### config.mk
export PLATFORM = sky130hd
export DESIGN_NAME = regFile
export DESIGN_NICKNAME = d
export VERILOG_FILES = /design/src/verilog/memDemoPkg.sv /design/src/verilog/regFile.sv
export SDC_FILE = /design/constraint.sdc
export NUM_CORES = 2
export LEC_CHECK = 0
export ABC_AREA = 1
export BUFFER_PORTS_ARGS = -buffer_cell sky130_fd_sc_hd__buf_2
export CAP_MARGIN = 20
export CORE_MARGIN = 2
export CORE_UTILIZATION = 35
export DETAILED_ROUTE_END_ITERATION = 10
export GPL_TIMING_DRIVEN = 0
export PLACE_DENSITY_LB_ADDON = 0.05
export SLEW_MARGIN = 20
export SYNTH_ARGS = -nofsm -noshare
export SYNTH_HDL_FRONTEND = slang
export SYNTH_SLANG_ARGS = --single-unit
### constraint.sdc
create_clock -name clk -period 2.9 [get_ports clk]
set_clock_uncertainty 0.2 [all_clocks]
set_input_delay 0.435 -clock clk [delete_from_list [all_inputs] [get_ports clk]]
set_output_delay 0.435 -clock clk [all_outputs]
set_load 0.03 [all_outputs]
### src/verilog/memDemoPkg.sv
//##############################
// Shared constants for the memory transfer demo
// Widths, depths, SRAM region bases and the phase codes
// Imported by every RTL block and by the testbench
//##############################

package memDemoPkg;

	// Data path
	localparam int dataWidth = 32;

	// SRAM geometry, 2048 words
	localparam int sramAdrxWidth = 11;
	localparam int sramDepth = 1 << sramAdrxWidth;

	// Register file geometry, 32 entries
	localparam int rfAdrxWidth = 5;

	// Words written by the fill phase
	localparam int fillCount = 128;

	// Block passes and words per block
	// Block size matches the register file depth
	localparam int blockCount = 4;
	localparam int blockSize = 1 << rfAdrxWidth;

	// First SRAM word of the writeback region
	localparam int writeBackBase = 512;

	// Controller phase encoding, also shown on viewPhase
	localparam int phaseWidth = 3;
	localparam logic [phaseWidth-1:0] phaseIdle = 3'd0;
	localparam logic [phaseWidth-1:0] phaseFill = 3'd1;
	localparam logic [phaseWidth-1:0] phaseLoad = 3'd2;
	localparam logic [phaseWidth-1:0] phaseReadout = 3'd3;
	localparam logic [phaseWidth-1:0] phaseDump = 3'd4;

endpackage

### src/verilog/regFile.sv
//##############################
// 32-entry register file
// One synchronous write port, two combinational read ports
// Both reads return data in the same cycle as the address
//##############################

`timescale 1ns/1ps

module regFile (
	input logic clk,
	input logic rst,
	input logic rfWrite,
	input logic [memDemoPkg::rfAdrxWidth-1:0] rfWrAdrx,
	input logic [memDemoPkg::dataWidth-1:0] rfWrData,
	input logic [memDemoPkg::rfAdrxWidth-1:0] rfRdAdrx0,
	input logic [memDemoPkg::rfAdrxWidth-1:0] rfRdAdrx1,
	output logic [memDemoPkg::dataWidth-1:0] rfRdData0,
	output logic [memDemoPkg::dataWidth-1:0] rfRdData1
);

	import memDemoPkg::*;

	// Register bank
	logic [dataWidth-1:0] regs [blockSize];

	// Reset clears every entry, then single-word writes
	always_ff @(posedge clk) begin
		if (rst) begin
			for (int i = 0; i < blockSize; i++) begin
				regs[i] <= '0;
			end
		end else if (rfWrite) begin
			regs[rfWrAdrx] <= rfWrData;
		end
	end

	// Independent read ports
	assign rfRdData0 = regs[rfRdAdrx0];
	assign rfRdData1 = regs[rfRdAdrx1];

endmodule

==> results by group <==
STA
  • Fmax: between 300 and 400 MHz
  • Setup TNS: -3.031 ns
  • Fin crit share: 104.4%
  • Hold_ws: around 0.017 ns
  • Time the worst path needs with I/O delays and setup: just over 3 ns
  • Unrepaired setup endpoints after global routing: yes
  • Fin. max-slew vios: 0
  • Worst-margin pin slew: 1.162 ns
  • Rel. slew slack: 22.53%
  • PnR worst setup slack: -0.1273 ns
  • Final setup fails: 78
  • Final hold viol count: 0

GRT
  • Initial antenna violation count: 13
  • Total global-route track usage: 39.92%
  • Largest net degree at the start of global routing: 33
  • Number of global-route vias before repair: 53650
  • Final global-route overflow total: 0
  • First-pass GRT wire length: 453.0 mm

Yosys
  • Mux cell area share after synthesis: 0%
  • Synth Area in Compound Gates: 0%
  • Ys Warns: 0
  • Post-Syn Nets: slightly above 7000
  • Cell with the most instances after synthesis: nand2_1
  • Gate Count Post-Synth: 7220
  • Yosys top cell by area: edfxtp_1
  • Top cells by area, synth: edfxtp_1, nand2_1, nand3_1, nor2_1, buf_2
  • Avg Inst Size Synth: between 7 and 8 um2
  • Synth Area in XOR/XNOR: 0%
  • Largest family of logic cells by synthesized area: simple AND/OR/NAND/NOR gates
  • Sequential share of the synthesized area: 54.03%
  • Cell Area, Synth: 56910 um2
  • Simple-gate share of the synthesized area: 39.87%
  • Synth top cells by count: nand2_1, nand3_1, edfxtp_1, nor2_1, buf_2
  • Post-synth top area share: about 54%
  • Async set-reset flop share out of synthesis: 0%
  • Post-synth EDFFs: roughly 1000
  • Most used DFF post-synth: edfxtp_1
  • Number of synthesized register bits: 1024
  • Synth Area in Adders: 0%
  • Yosys cell types: 13

Floorplan
  • Die Ht: 407.2 um
  • Initial Utilization: 35.36%
  • IO Pins: 114
  • Std-Cell Rows: 147
  • Die Wd: 407.2 um
  • Die footprint: about 170000 um2
  • Core box area: 160900 um2

CTS
  • Clock-pin slew on the worst setup and hold paths: 0.05 ns
  • Cts bufs inserted: 134
  • CTS sink cnt: 1024
  • Root Buffer: clkbuf_16
  • CTS tree: done
  • Clock Path Buffers: 3
  • H-tree depth: 4

Cells and area
  • Final Cell Area: between 60000 and 70000 um2
  • Top flop regs: regs x1024
  • Util after Layout: 42.46%
  • Fraction of layout cells with a size suffix above 1: 13.19%
  • Nets: roughly 7600
  • Largest reg by FF count: regs
  • Fillcell total: 16150
  • P&R area growth vs syn: 20.08%
  • Max reg flops: 1024

Place
  • Routability Congestion: roughly 1
  • Port bufs: 107
  • DP Area: 60740 um2
  • Pre-CTS WS: -1.341 ns
  • DP HPWL: ~240 mm

Run status
  • Failing checks: negative setup slack
  • Status: complete, but fails checks

Route
  • Total Wirelength: 342.9 mm
  • DR iter-0 viols: 10150
  • WL/cell: 35.08 um
  • Antenna-violating nets left: 0
  • Residual DRC: 0
  • Routed vias: about 59000
  • DRT Pass-1 Iters: 8
  • Vias/cell: 5.992

Power
  • Pwr dens: 603.4 nW/um2
  • P_leak: approximately 29 nW
  • VDD IR-drop max: 0.6102 mV

Setup path
  • Required time of the critical path: roughly 2.3 ns
  • CP max FO: 10
  • Arrival time at the worst endpoint: 2.39 ns
  • Worst setup EP type: output pin
  • WS Path Type: primary input to output pin
  • Critical path launch point type: primary input
  • CP startpoint: rfRdAdrx0[4]

Flow run
  • Max cap viols: 0

Hold path
  • Hold Path Class: primary input to flip-flop
  • Hold path startpoint: rfWrData[24]
report_power, final:
| group | switching (W) | internal [W] | total, W |
|---|---|---|---|
| Sequential | 0.000445 | 0.0171 | 0.0175 |
| Combinational | 0.00545 | 0.00187 | 0.00731 |
| Clock | 0.00709 | 0.00928 | 0.0164 |
| Total | 0.0130 | 0.0283 | 0.0412 |
layout by cell type (no fill, tap or decap), types with 6 or more instances in the layout:
cell type      count
clkinv_1          32
buf_12            38
nand2_4           68
clkbuf_1         128
clkinvlp_4         6
nand3_2           20
clkbuf_2          33
dlygate4sd3_1     18
nor2_1          1024
inv_1             39
nand2_1         2814
clkbuf_8          22
nand2_2           63
nor3_1             8
clkbuf_4          78
buf_16            11
diode_2            9
buf_6            191
edfxtp_1        1024
clkbuf_16        144
nand3_1         1515
clkinv_2          23
buf_4            129
buf_2            114
buf_8             38
kinds of logic after synthesis:
kind of cell	Yosys count
buf+inv	679
flops	1024
simple gates	5517
what timing repair did:
| item | in CTS | in global routing |
|---|---|---|
| endpoints found under the hold margin | 36 | 0 |
| gates resized for setup | 899 | 253 |
| hold buffers | 18 | 0 |
| setup endpoints to repair | 64 | 64 |
| gates cloned | 3 | 3 |
| pin swaps | 14 | 16 |
| buffers inserted | 2 | 1 |
critical path: stages:
cell and delay, ns:
clkbuf_2 0.33, inv_1 0.42, clkdlybuf4s15_2 0.56, nand2_1 0.23, nand2_4 0.21, buf_6 0.16
metrics by stage:
stage	power (W)	std cells
finish	0.04123	9775
global route	0.04189	9768
CTS	0.04063	9762
detailed placement	0.02413	9502
global placement	0.02406	9487
floorplan	0.02093	7220
layout make-up:
class / count / area (um2) / area share, %
tap: 2160 / 2703 / 3.955
buffer: 631 / 5649 / 8.267
clock inverter: 70 / 503.0 / 0.7360
antenna: 9 / 22.52 / 0.03296
multi-input combinational: 5517 / 23470 / 34.35
clock buffer: 167 / 3626 / 5.306
timing repair buffer: 149 / 1391 / 2.036
sequential: 1024 / 30750 / 45.00
inverter: 48 / 222.7 / 0.3259
metal layers:
layer / routed length [um] / part of all wire, % / vias up / global-route usage, %
met1: 130800 / 38 / 28360 / 52.78
met5: 257 / 0.075 / - / 0
met3: 43730 / 13 / 1084 / 10.88
li1: - / - / 24380 / -
met4: 28030 / 8.2 / 14 / 27.87
met2: 140100 / 41 / 4743 / 56.40
final timing paths:
kind | depth (start not counted) | slack [ns] | to
worst max-delay path | 6 | -0.13 | rfRdData0[21]
worst min-delay path | 3 | 0.02 | regs[4][24]
(Power assumes the default switching activity.)
