## config.mk

```make
export PLATFORM = sky130hd
export DESIGN_NAME = transferCtrl
export DESIGN_NICKNAME = d
export VERILOG_FILES = /design/src/verilog/memDemoPkg.sv /design/src/verilog/transferCtrl.sv
export SDC_FILE = /design/constraint.sdc
export NUM_CORES = 1
export LEC_CHECK = 0
export ABC_AREA = 1
export BUFFER_PORTS_ARGS = -buffer_cell sky130_fd_sc_hd__buf_2
export CAP_MARGIN = 20
export CELL_PAD_IN_SITES_DETAIL_PLACEMENT = 1
export CELL_PAD_IN_SITES_GLOBAL_PLACEMENT = 1
export CORE_MARGIN = 5
export CORE_UTILIZATION = 28
export DETAILED_ROUTE_END_ITERATION = 7
export PLACE_DENSITY = 0.81
export SLEW_MARGIN = 20
export SYNTH_ARGS = -nofsm -noshare
export SYNTH_HDL_FRONTEND = slang
export SYNTH_SLANG_ARGS = --single-unit
```

## constraint.sdc

```tcl
create_clock -name clk -period 2.3 [get_ports clk]
set_input_delay 0.46 -clock clk [delete_from_list [all_inputs] [get_ports clk]]
set_output_delay 0.46 -clock clk [all_outputs]
set_load 0.01 [all_outputs]
```

## src/verilog/memDemoPkg.sv

```systemverilog
//##############################
// Shared constants for the memory transfer demo
// Widths, depths, SRAM region bases and the phase codes
// Imported by every RTL block and by the testbench
//##############################

package memDemoPkg;

	// Data path
	localparam int dataWidth = 32;

	// SRAM geometry, 2048 words
	localparam int sramAdrxWidth = 11;
	localparam int sramDepth = 1 << sramAdrxWidth;

	// Register file geometry, 32 entries
	localparam int rfAdrxWidth = 5;

	// Words written by the fill phase
	localparam int fillCount = 128;

	// Block passes and words per block
	// Block size matches the register file depth
	localparam int blockCount = 4;
	localparam int blockSize = 1 << rfAdrxWidth;

	// First SRAM word of the writeback region
	localparam int writeBackBase = 512;

	// Controller phase encoding, also shown on viewPhase
	localparam int phaseWidth = 3;
	localparam logic [phaseWidth-1:0] phaseIdle = 3'd0;
	localparam logic [phaseWidth-1:0] phaseFill = 3'd1;
	localparam logic [phaseWidth-1:0] phaseLoad = 3'd2;
	localparam logic [phaseWidth-1:0] phaseReadout = 3'd3;
	localparam logic [phaseWidth-1:0] phaseDump = 3'd4;

endpackage

```

## src/verilog/transferCtrl.sv

```systemverilog
//##############################
// Phase FSM for the memory transfer demo
// Runs fill, four load and readout passes, then dump
// Drives SRAM and register file ports and the view strobe
//##############################

`timescale 1ns/1ps

module transferCtrl (
	input logic clk,
	input logic rst,
	input logic start,
	input logic [memDemoPkg::dataWidth-1:0] fillBase,
	output logic busy,
	output logic done,
	output logic sramWrite,
	output logic [memDemoPkg::sramAdrxWidth-1:0] sramAdrx,
	output logic [memDemoPkg::dataWidth-1:0] sramWrData,
	input logic [memDemoPkg::dataWidth-1:0] sramRdData,
	output logic rfWrite,
	output logic [memDemoPkg::rfAdrxWidth-1:0] rfWrAdrx,
	output logic [memDemoPkg::dataWidth-1:0] rfWrData,
	output logic [memDemoPkg::rfAdrxWidth-1:0] rfRdAdrx0,
	output logic [memDemoPkg::rfAdrxWidth-1:0] rfRdAdrx1,
	input logic [memDemoPkg::dataWidth-1:0] rfRdData0,
	input logic [memDemoPkg::dataWidth-1:0] rfRdData1,
	output logic viewValid,
	output logic [memDemoPkg::phaseWidth-1:0] viewPhase,
	output logic [memDemoPkg::sramAdrxWidth-1:0] viewAdrx,
	output logic [memDemoPkg::dataWidth-1:0] viewData,
	output logic [memDemoPkg::dataWidth-1:0] viewMirror
);

	import memDemoPkg::*;

	// Index width for 128 words, counter has one spare bit
	// Spare bit covers the trailing cycle of load and dump
	localparam int idxWidth = $clog2(fillCount);
	localparam int blkWidth = $clog2(blockCount);

	// Terminal counts
	localparam logic [idxWidth:0] lastFill = (idxWidth + 1)'(fillCount - 1);
	localparam logic [idxWidth:0] loadEnd = (idxWidth + 1)'(blockSize);
	localparam logic [idxWidth:0] lastItem = (idxWidth + 1)'(blockSize - 1);
	localparam logic [idxWidth:0] dumpEnd = (idxWidth + 1)'(fillCount);
	localparam logic [blkWidth-1:0] lastBlock = blkWidth'(blockCount - 1);

	// Writeback region start
	localparam logic [sramAdrxWidth-1:0] wbBase = sramAdrxWidth'(writeBackBase);

	// Control state
	logic [phaseWidth-1:0] phase;
	logic [idxWidth:0] wordCnt;
	logic [blkWidth-1:0] blockCnt;

	// Fill value latched at start
	logic [dataWidth-1:0] baseReg;

	// SRAM read in flight, with its index
	logic rdPend;
	logic [idxWidth-1:0] rdAdrxQ;
	logic readIssue;

	// Address helpers
	logic [rfAdrxWidth-1:0] itemIdx;
	logic [sramAdrxWidth-1:0] passAdrx;

	// Position inside the current block
	assign itemIdx = wordCnt[rfAdrxWidth-1:0];

	// Block base plus item, used by load and writeback
	assign passAdrx = sramAdrxWidth'({blockCnt, itemIdx});

	// A read leaves the SRAM on this cycle
	assign readIssue = ((phase == phaseLoad) && (wordCnt < loadEnd)) ||
		((phase == phaseDump) && (wordCnt < dumpEnd));

	// Phase sequencing
	always_ff @(posedge clk) begin
		if (rst) begin
			phase <= phaseIdle;
			wordCnt <= '0;
			blockCnt <= '0;
			busy <= 1'b0;
			done <= 1'b0;
			rdPend <= 1'b0;
		end else begin
			done <= 1'b0;
			rdPend <= readIssue;
			case (phase)
				phaseIdle: begin
					// Start only takes effect from idle
					if (start) begin
						phase <= phaseFill;
						busy <= 1'b1;
						wordCnt <= '0;
						blockCnt <= '0;
					end
				end
				phaseFill: begin
					if (wordCnt == lastFill) begin
						phase <= phaseLoad;
						wordCnt <= '0;
					end else begin
						wordCnt <= wordCnt + 1'b1;
					end
				end
				phaseLoad: begin
					// 32 reads plus one cycle for the last RF write
					if (wordCnt == loadEnd) begin
						phase <= phaseReadout;
						wordCnt <= '0;
					end else begin
						wordCnt <= wordCnt + 1'b1;
					end
				end
				phaseReadout: begin
					if (wordCnt == lastItem) begin
						wordCnt <= '0;
						if (blockCnt == lastBlock) begin
							phase <= phaseDump;
						end else begin
							phase <= phaseLoad;
							blockCnt <= blockCnt + 1'b1;
						end
					end else begin
						wordCnt <= wordCnt + 1'b1;
					end
				end
				phaseDump: begin
					// Trailing cycle presents the last word
					if (wordCnt == dumpEnd) begin
						phase <= phaseIdle;
						busy <= 1'b0;
						done <= 1'b1;
						wordCnt <= '0;
					end else begin
						wordCnt <= wordCnt + 1'b1;
					end
				end
				default: begin
					phase <= phaseIdle;
				end
			endcase
		end
	end

	// Payload registers
	always_ff @(posedge clk) begin
		if ((phase == phaseIdle) && start) begin
			baseReg <= fillBase;
		end
		// Index travels alongside the SRAM read latency
		rdAdrxQ <= wordCnt[idxWidth-1:0];
	end

	// SRAM port mux, replaces the shared bus
	always_comb begin
		sramWrite = 1'b0;
		sramAdrx = '0;
		sramWrData = '0;
		case (phase)
			phaseFill: begin
				// Descending count from the base
				sramWrite = 1'b1;
				sramAdrx = sramAdrxWidth'(wordCnt);
				sramWrData = baseReg - dataWidth'(wordCnt);
			end
			phaseLoad: begin
				sramAdrx = passAdrx;
			end
			phaseReadout: begin
				// Mirror word goes back into the writeback region
				sramWrite = 1'b1;
				sramAdrx = wbBase + passAdrx;
				sramWrData = rfRdData1;
			end
			phaseDump: begin
				sramAdrx = wbBase + sramAdrxWidth'(wordCnt[idxWidth-1:0]);
			end
			default: begin
				sramWrite = 1'b0;
			end
		endcase
	end

	// Register file write one cycle behind the load read
	assign rfWrite = rdPend && (phase == phaseLoad);
	assign rfWrAdrx = rdAdrxQ[rfAdrxWidth-1:0];
	assign rfWrData = sramRdData;

	// Port 0 walks forward, port 1 backward
	assign rfRdAdrx0 = itemIdx;
	assign rfRdAdrx1 = ~itemIdx;

	// View item mux
	always_comb begin
		viewValid = 1'b0;
		viewAdrx = '0;
		viewData = '0;
		viewMirror = '0;
		if (phase == phaseReadout) begin
			viewValid = 1'b1;
			viewAdrx = sramAdrxWidth'(itemIdx);
			viewData = rfRdData0;
			viewMirror = rfRdData1;
		end else if (phase == phaseDump) begin
			// SRAM word lines up with the delayed index
			viewValid = rdPend;
			viewAdrx = sramAdrxWidth'(rdAdrxQ);
			viewData = sramRdData;
		end
	end

	assign viewPhase = phase;

endmodule
```

==> run_results.csv <==
group,metric,value,unit
status,status,"complete, but fails checks",
status,violations,"setup timing",
power,p_per_area,812,nW/um2
synth,synth_top_area_cell,"edfxtp_1",
min_path,hp-class,"in2reg",
clock_tree,cts_buffers,5,
drt,drt_iter0_drc,246,
drt,routedWlPerCell,18.5,um
floorplan,die_area,19500,um2
clock_tree,cts.clk_slew.worst_paths,0.08,ns
synth,ys_ff_latch,55,
place,numPortBuffers,297,
synth,syn_area,4700,um2
drt,dr.pass1.iters,4,
global_route,grt_remaining_overflow,0,
global_route,grt_pass1_vias,6034,
clock_tree,clock_sinks,55,
worst_setup_path,crit_fanout,5,
layout,area_growth,54.4,%
worst_setup_path,path_class,"reg2out",
synth,synth_warnings,0,
place,post-dp-hpwl,17800,um
layout,n_antenna_cell,0,
min_path,hold_depth,1,
floorplan,start_util,0.284,
clock_tree,cts_tree,"yes",
flow_run,max_cap_violations,0,
timing,final-setup-viol-count,28,
synth,synthDistinctLibCells,36,
floorplan,fp.dieW,140,um
global_route,grt_max_degree,39,
worst_setup_path,ff2ff_path_depth,12,
layout,drive_above_1_share,0.491,
drt,vias,6030,
clock_tree,holdBufCountCts,0,
place,dpl_worst_slack,-0.0861,ns
drt,wl,23000,um
global_route,antenna_found_initial,2,
timing,hold-worst-slack,0.324,ns
synth,syn-mean-instance-area,6.47,um2
timing,drv_slew,0,
layout,fin_nets,1166,
power,cellLeakagePower,3.94,nW
synth,ys_top_cells_by_area,"edfxtp_1 20%, nand2_1 15%, dfxtp_1 9.8%",
layout,fin_area,7250,um2
worst_setup_path,worstPathRequired,1.84,ns
clock_tree,clk_latency,0.31,ns
floorplan,core_area,16500,um2
timing,fmaxAchievable,0.386,GHz
timing,rsz0062_at_grt,"yes",
place,placed_cell_area,6400,um2
worst_setup_path,startpoint_type,"register",
global_route,grt_pass1_wl,33700,um
layout,final_cell_mix,"296 x buf_2, 145 x nand2_1, 96 x inv_1, 76 x nor2_1, 50 x buf_4",
floorplan,io_pins,304,
global_route,grt_usage,0.216,
drt,remaining_drc_errors,0,
timing,finalCritPeriodShare,1.13,
clock_tree,root_buffer,"clkbuf_16",
timing,hold_viol_final,0,
floorplan,die_h,140,um
layout,layout.cells.non_filler,1244,
place,dp_cells,1228,
timing,fin_skew,0.00564,ns
synth,ys_seq_area_frac,0.303,
worst_setup_path,cp-end-kind,"primary output",
timing,final.setup.worst_slack,-0.292,ns
synth,synth_top_area_frac,0.205,
timing,period_needed,2.59,ns
layout,final_core_util,0.439,
layout,final_common_cell,"buf_2",
floorplan,num_rows,47,
place,gp_congestion,0.906,
clock_tree,cts-htree-levels,2,
synth,synth_cells,726,
clock_tree,clk_path_buf_depth,2,
power,vdd_drop_max,392,uV
worst_setup_path,critPathArrivalTime,2.13,ns
drt,ant_nets,0,
drt,viasPerCell,4.85,
layout,fillers,2177,
[synth_stat cells (all sizes together)]
library cell / instances
nand2: 194
inv: 110
nor2: 100
nand3: 66
buf: 58
o21ai: 36
a22o: 32
edfxtp: 32
a21oi: 23
dfxtp: 23
ha: 11
nand4: 9
clkbuf: 8
nor3: 8
o22ai: 4
clkinv: 2
nand3b: 2
a22oi: 1
a41oi: 1
conb: 1
fa: 1
o211ai: 1
o21bai: 1
or2: 1
xor2: 1
[path summary, 6_finish.rpt]
path	start	end	slack, ns
max	baseReg[5]	sramWrData[12]	-0.29
min	fillBase[6]	baseReg[6]	0.32
max reg2reg	wordCnt[0]	viewPhase[2]	0.28
min reg2reg	wordCnt[6]	rdAdrxQ[6]	0.48
[sequential cells by signal (all words and copies together), names as in the netlist]
register,count
wordCnt,8
blockCnt,2
rdPend,1
done,1
busy,1
baseReg,32
rdAdrxQ,7
viewPhase,3
[critical path, stage by stage, from the launching register on]
cell and delay, ns:
edfxtp_1 0.41, ha_4 0.28, nand2_1 0.07, nand2_1 0.11
nand2_4 0.11, nand2_4 0.07, nor2_4 0.18, buf_4 0.15
nand3_1 0.09, nand3_1 0.15, nand2_1 0.06, buf_2 0.14
[cell type report]
type,count,area [um2],share of cell area
Clock buffer,7,133,0.0183
Clock inverter,1,6.26,0.000863
Multi-Input combinational cell,498,3040,0.419
Timing Repair Buffer,351,1940,0.267
Tap cell,220,275,0.0380
Sequential cell,55,1440,0.198
Inverter,112,425,0.0587
[layer usage]
metal	global-route usage	part of all wire
met5	0	0.00030
met4	0.0458	0.017
met3	0.0292	0.052
met2	0.381	0.51
met1	0.282	0.42
[repair_timing]
action                     in CTS  in global routing
buffers inserted                2                  7
pin swaps                      17                 29
resized for setup             114                 69
setup endpoints to repair      29                 37
[per-stage QoR]
step / total power [W] / TNS [ns]
after floorplan: 0.00327 / 0
after global placement: 0.00452 / -0.208
after detailed placement: 0.00460 / -0.769
after CTS: 0.00568 / -4.23
after global routing: 0.00626 / -8.14
final: 0.00589 / -5.01
[where the power goes]
group / leakage [nW] / switching (W) / total, W / internal (W)
Combinational: 3.38 / 0.00229 / 0.00366 / 0.00137
Clock: 0.0684 / 0.000388 / 0.000795 / 0.000408
Sequential: 0.492 / 0.000158 / 0.00144 / 0.00128
Total: 3.94 / 0.00283 / 0.00589 / 0.00306
[cells by family after synthesis]
family,count (synthesis),synth area share
simple gates,380,0.341
buf+inv,178,0.185
compound gates,99,0.135
flops,55,0.303
fa+ha+maj,12,0.0336
xor+xnor,1,0.00187
other cells,1,0.000799
Power figures use the tool's default switching activity.
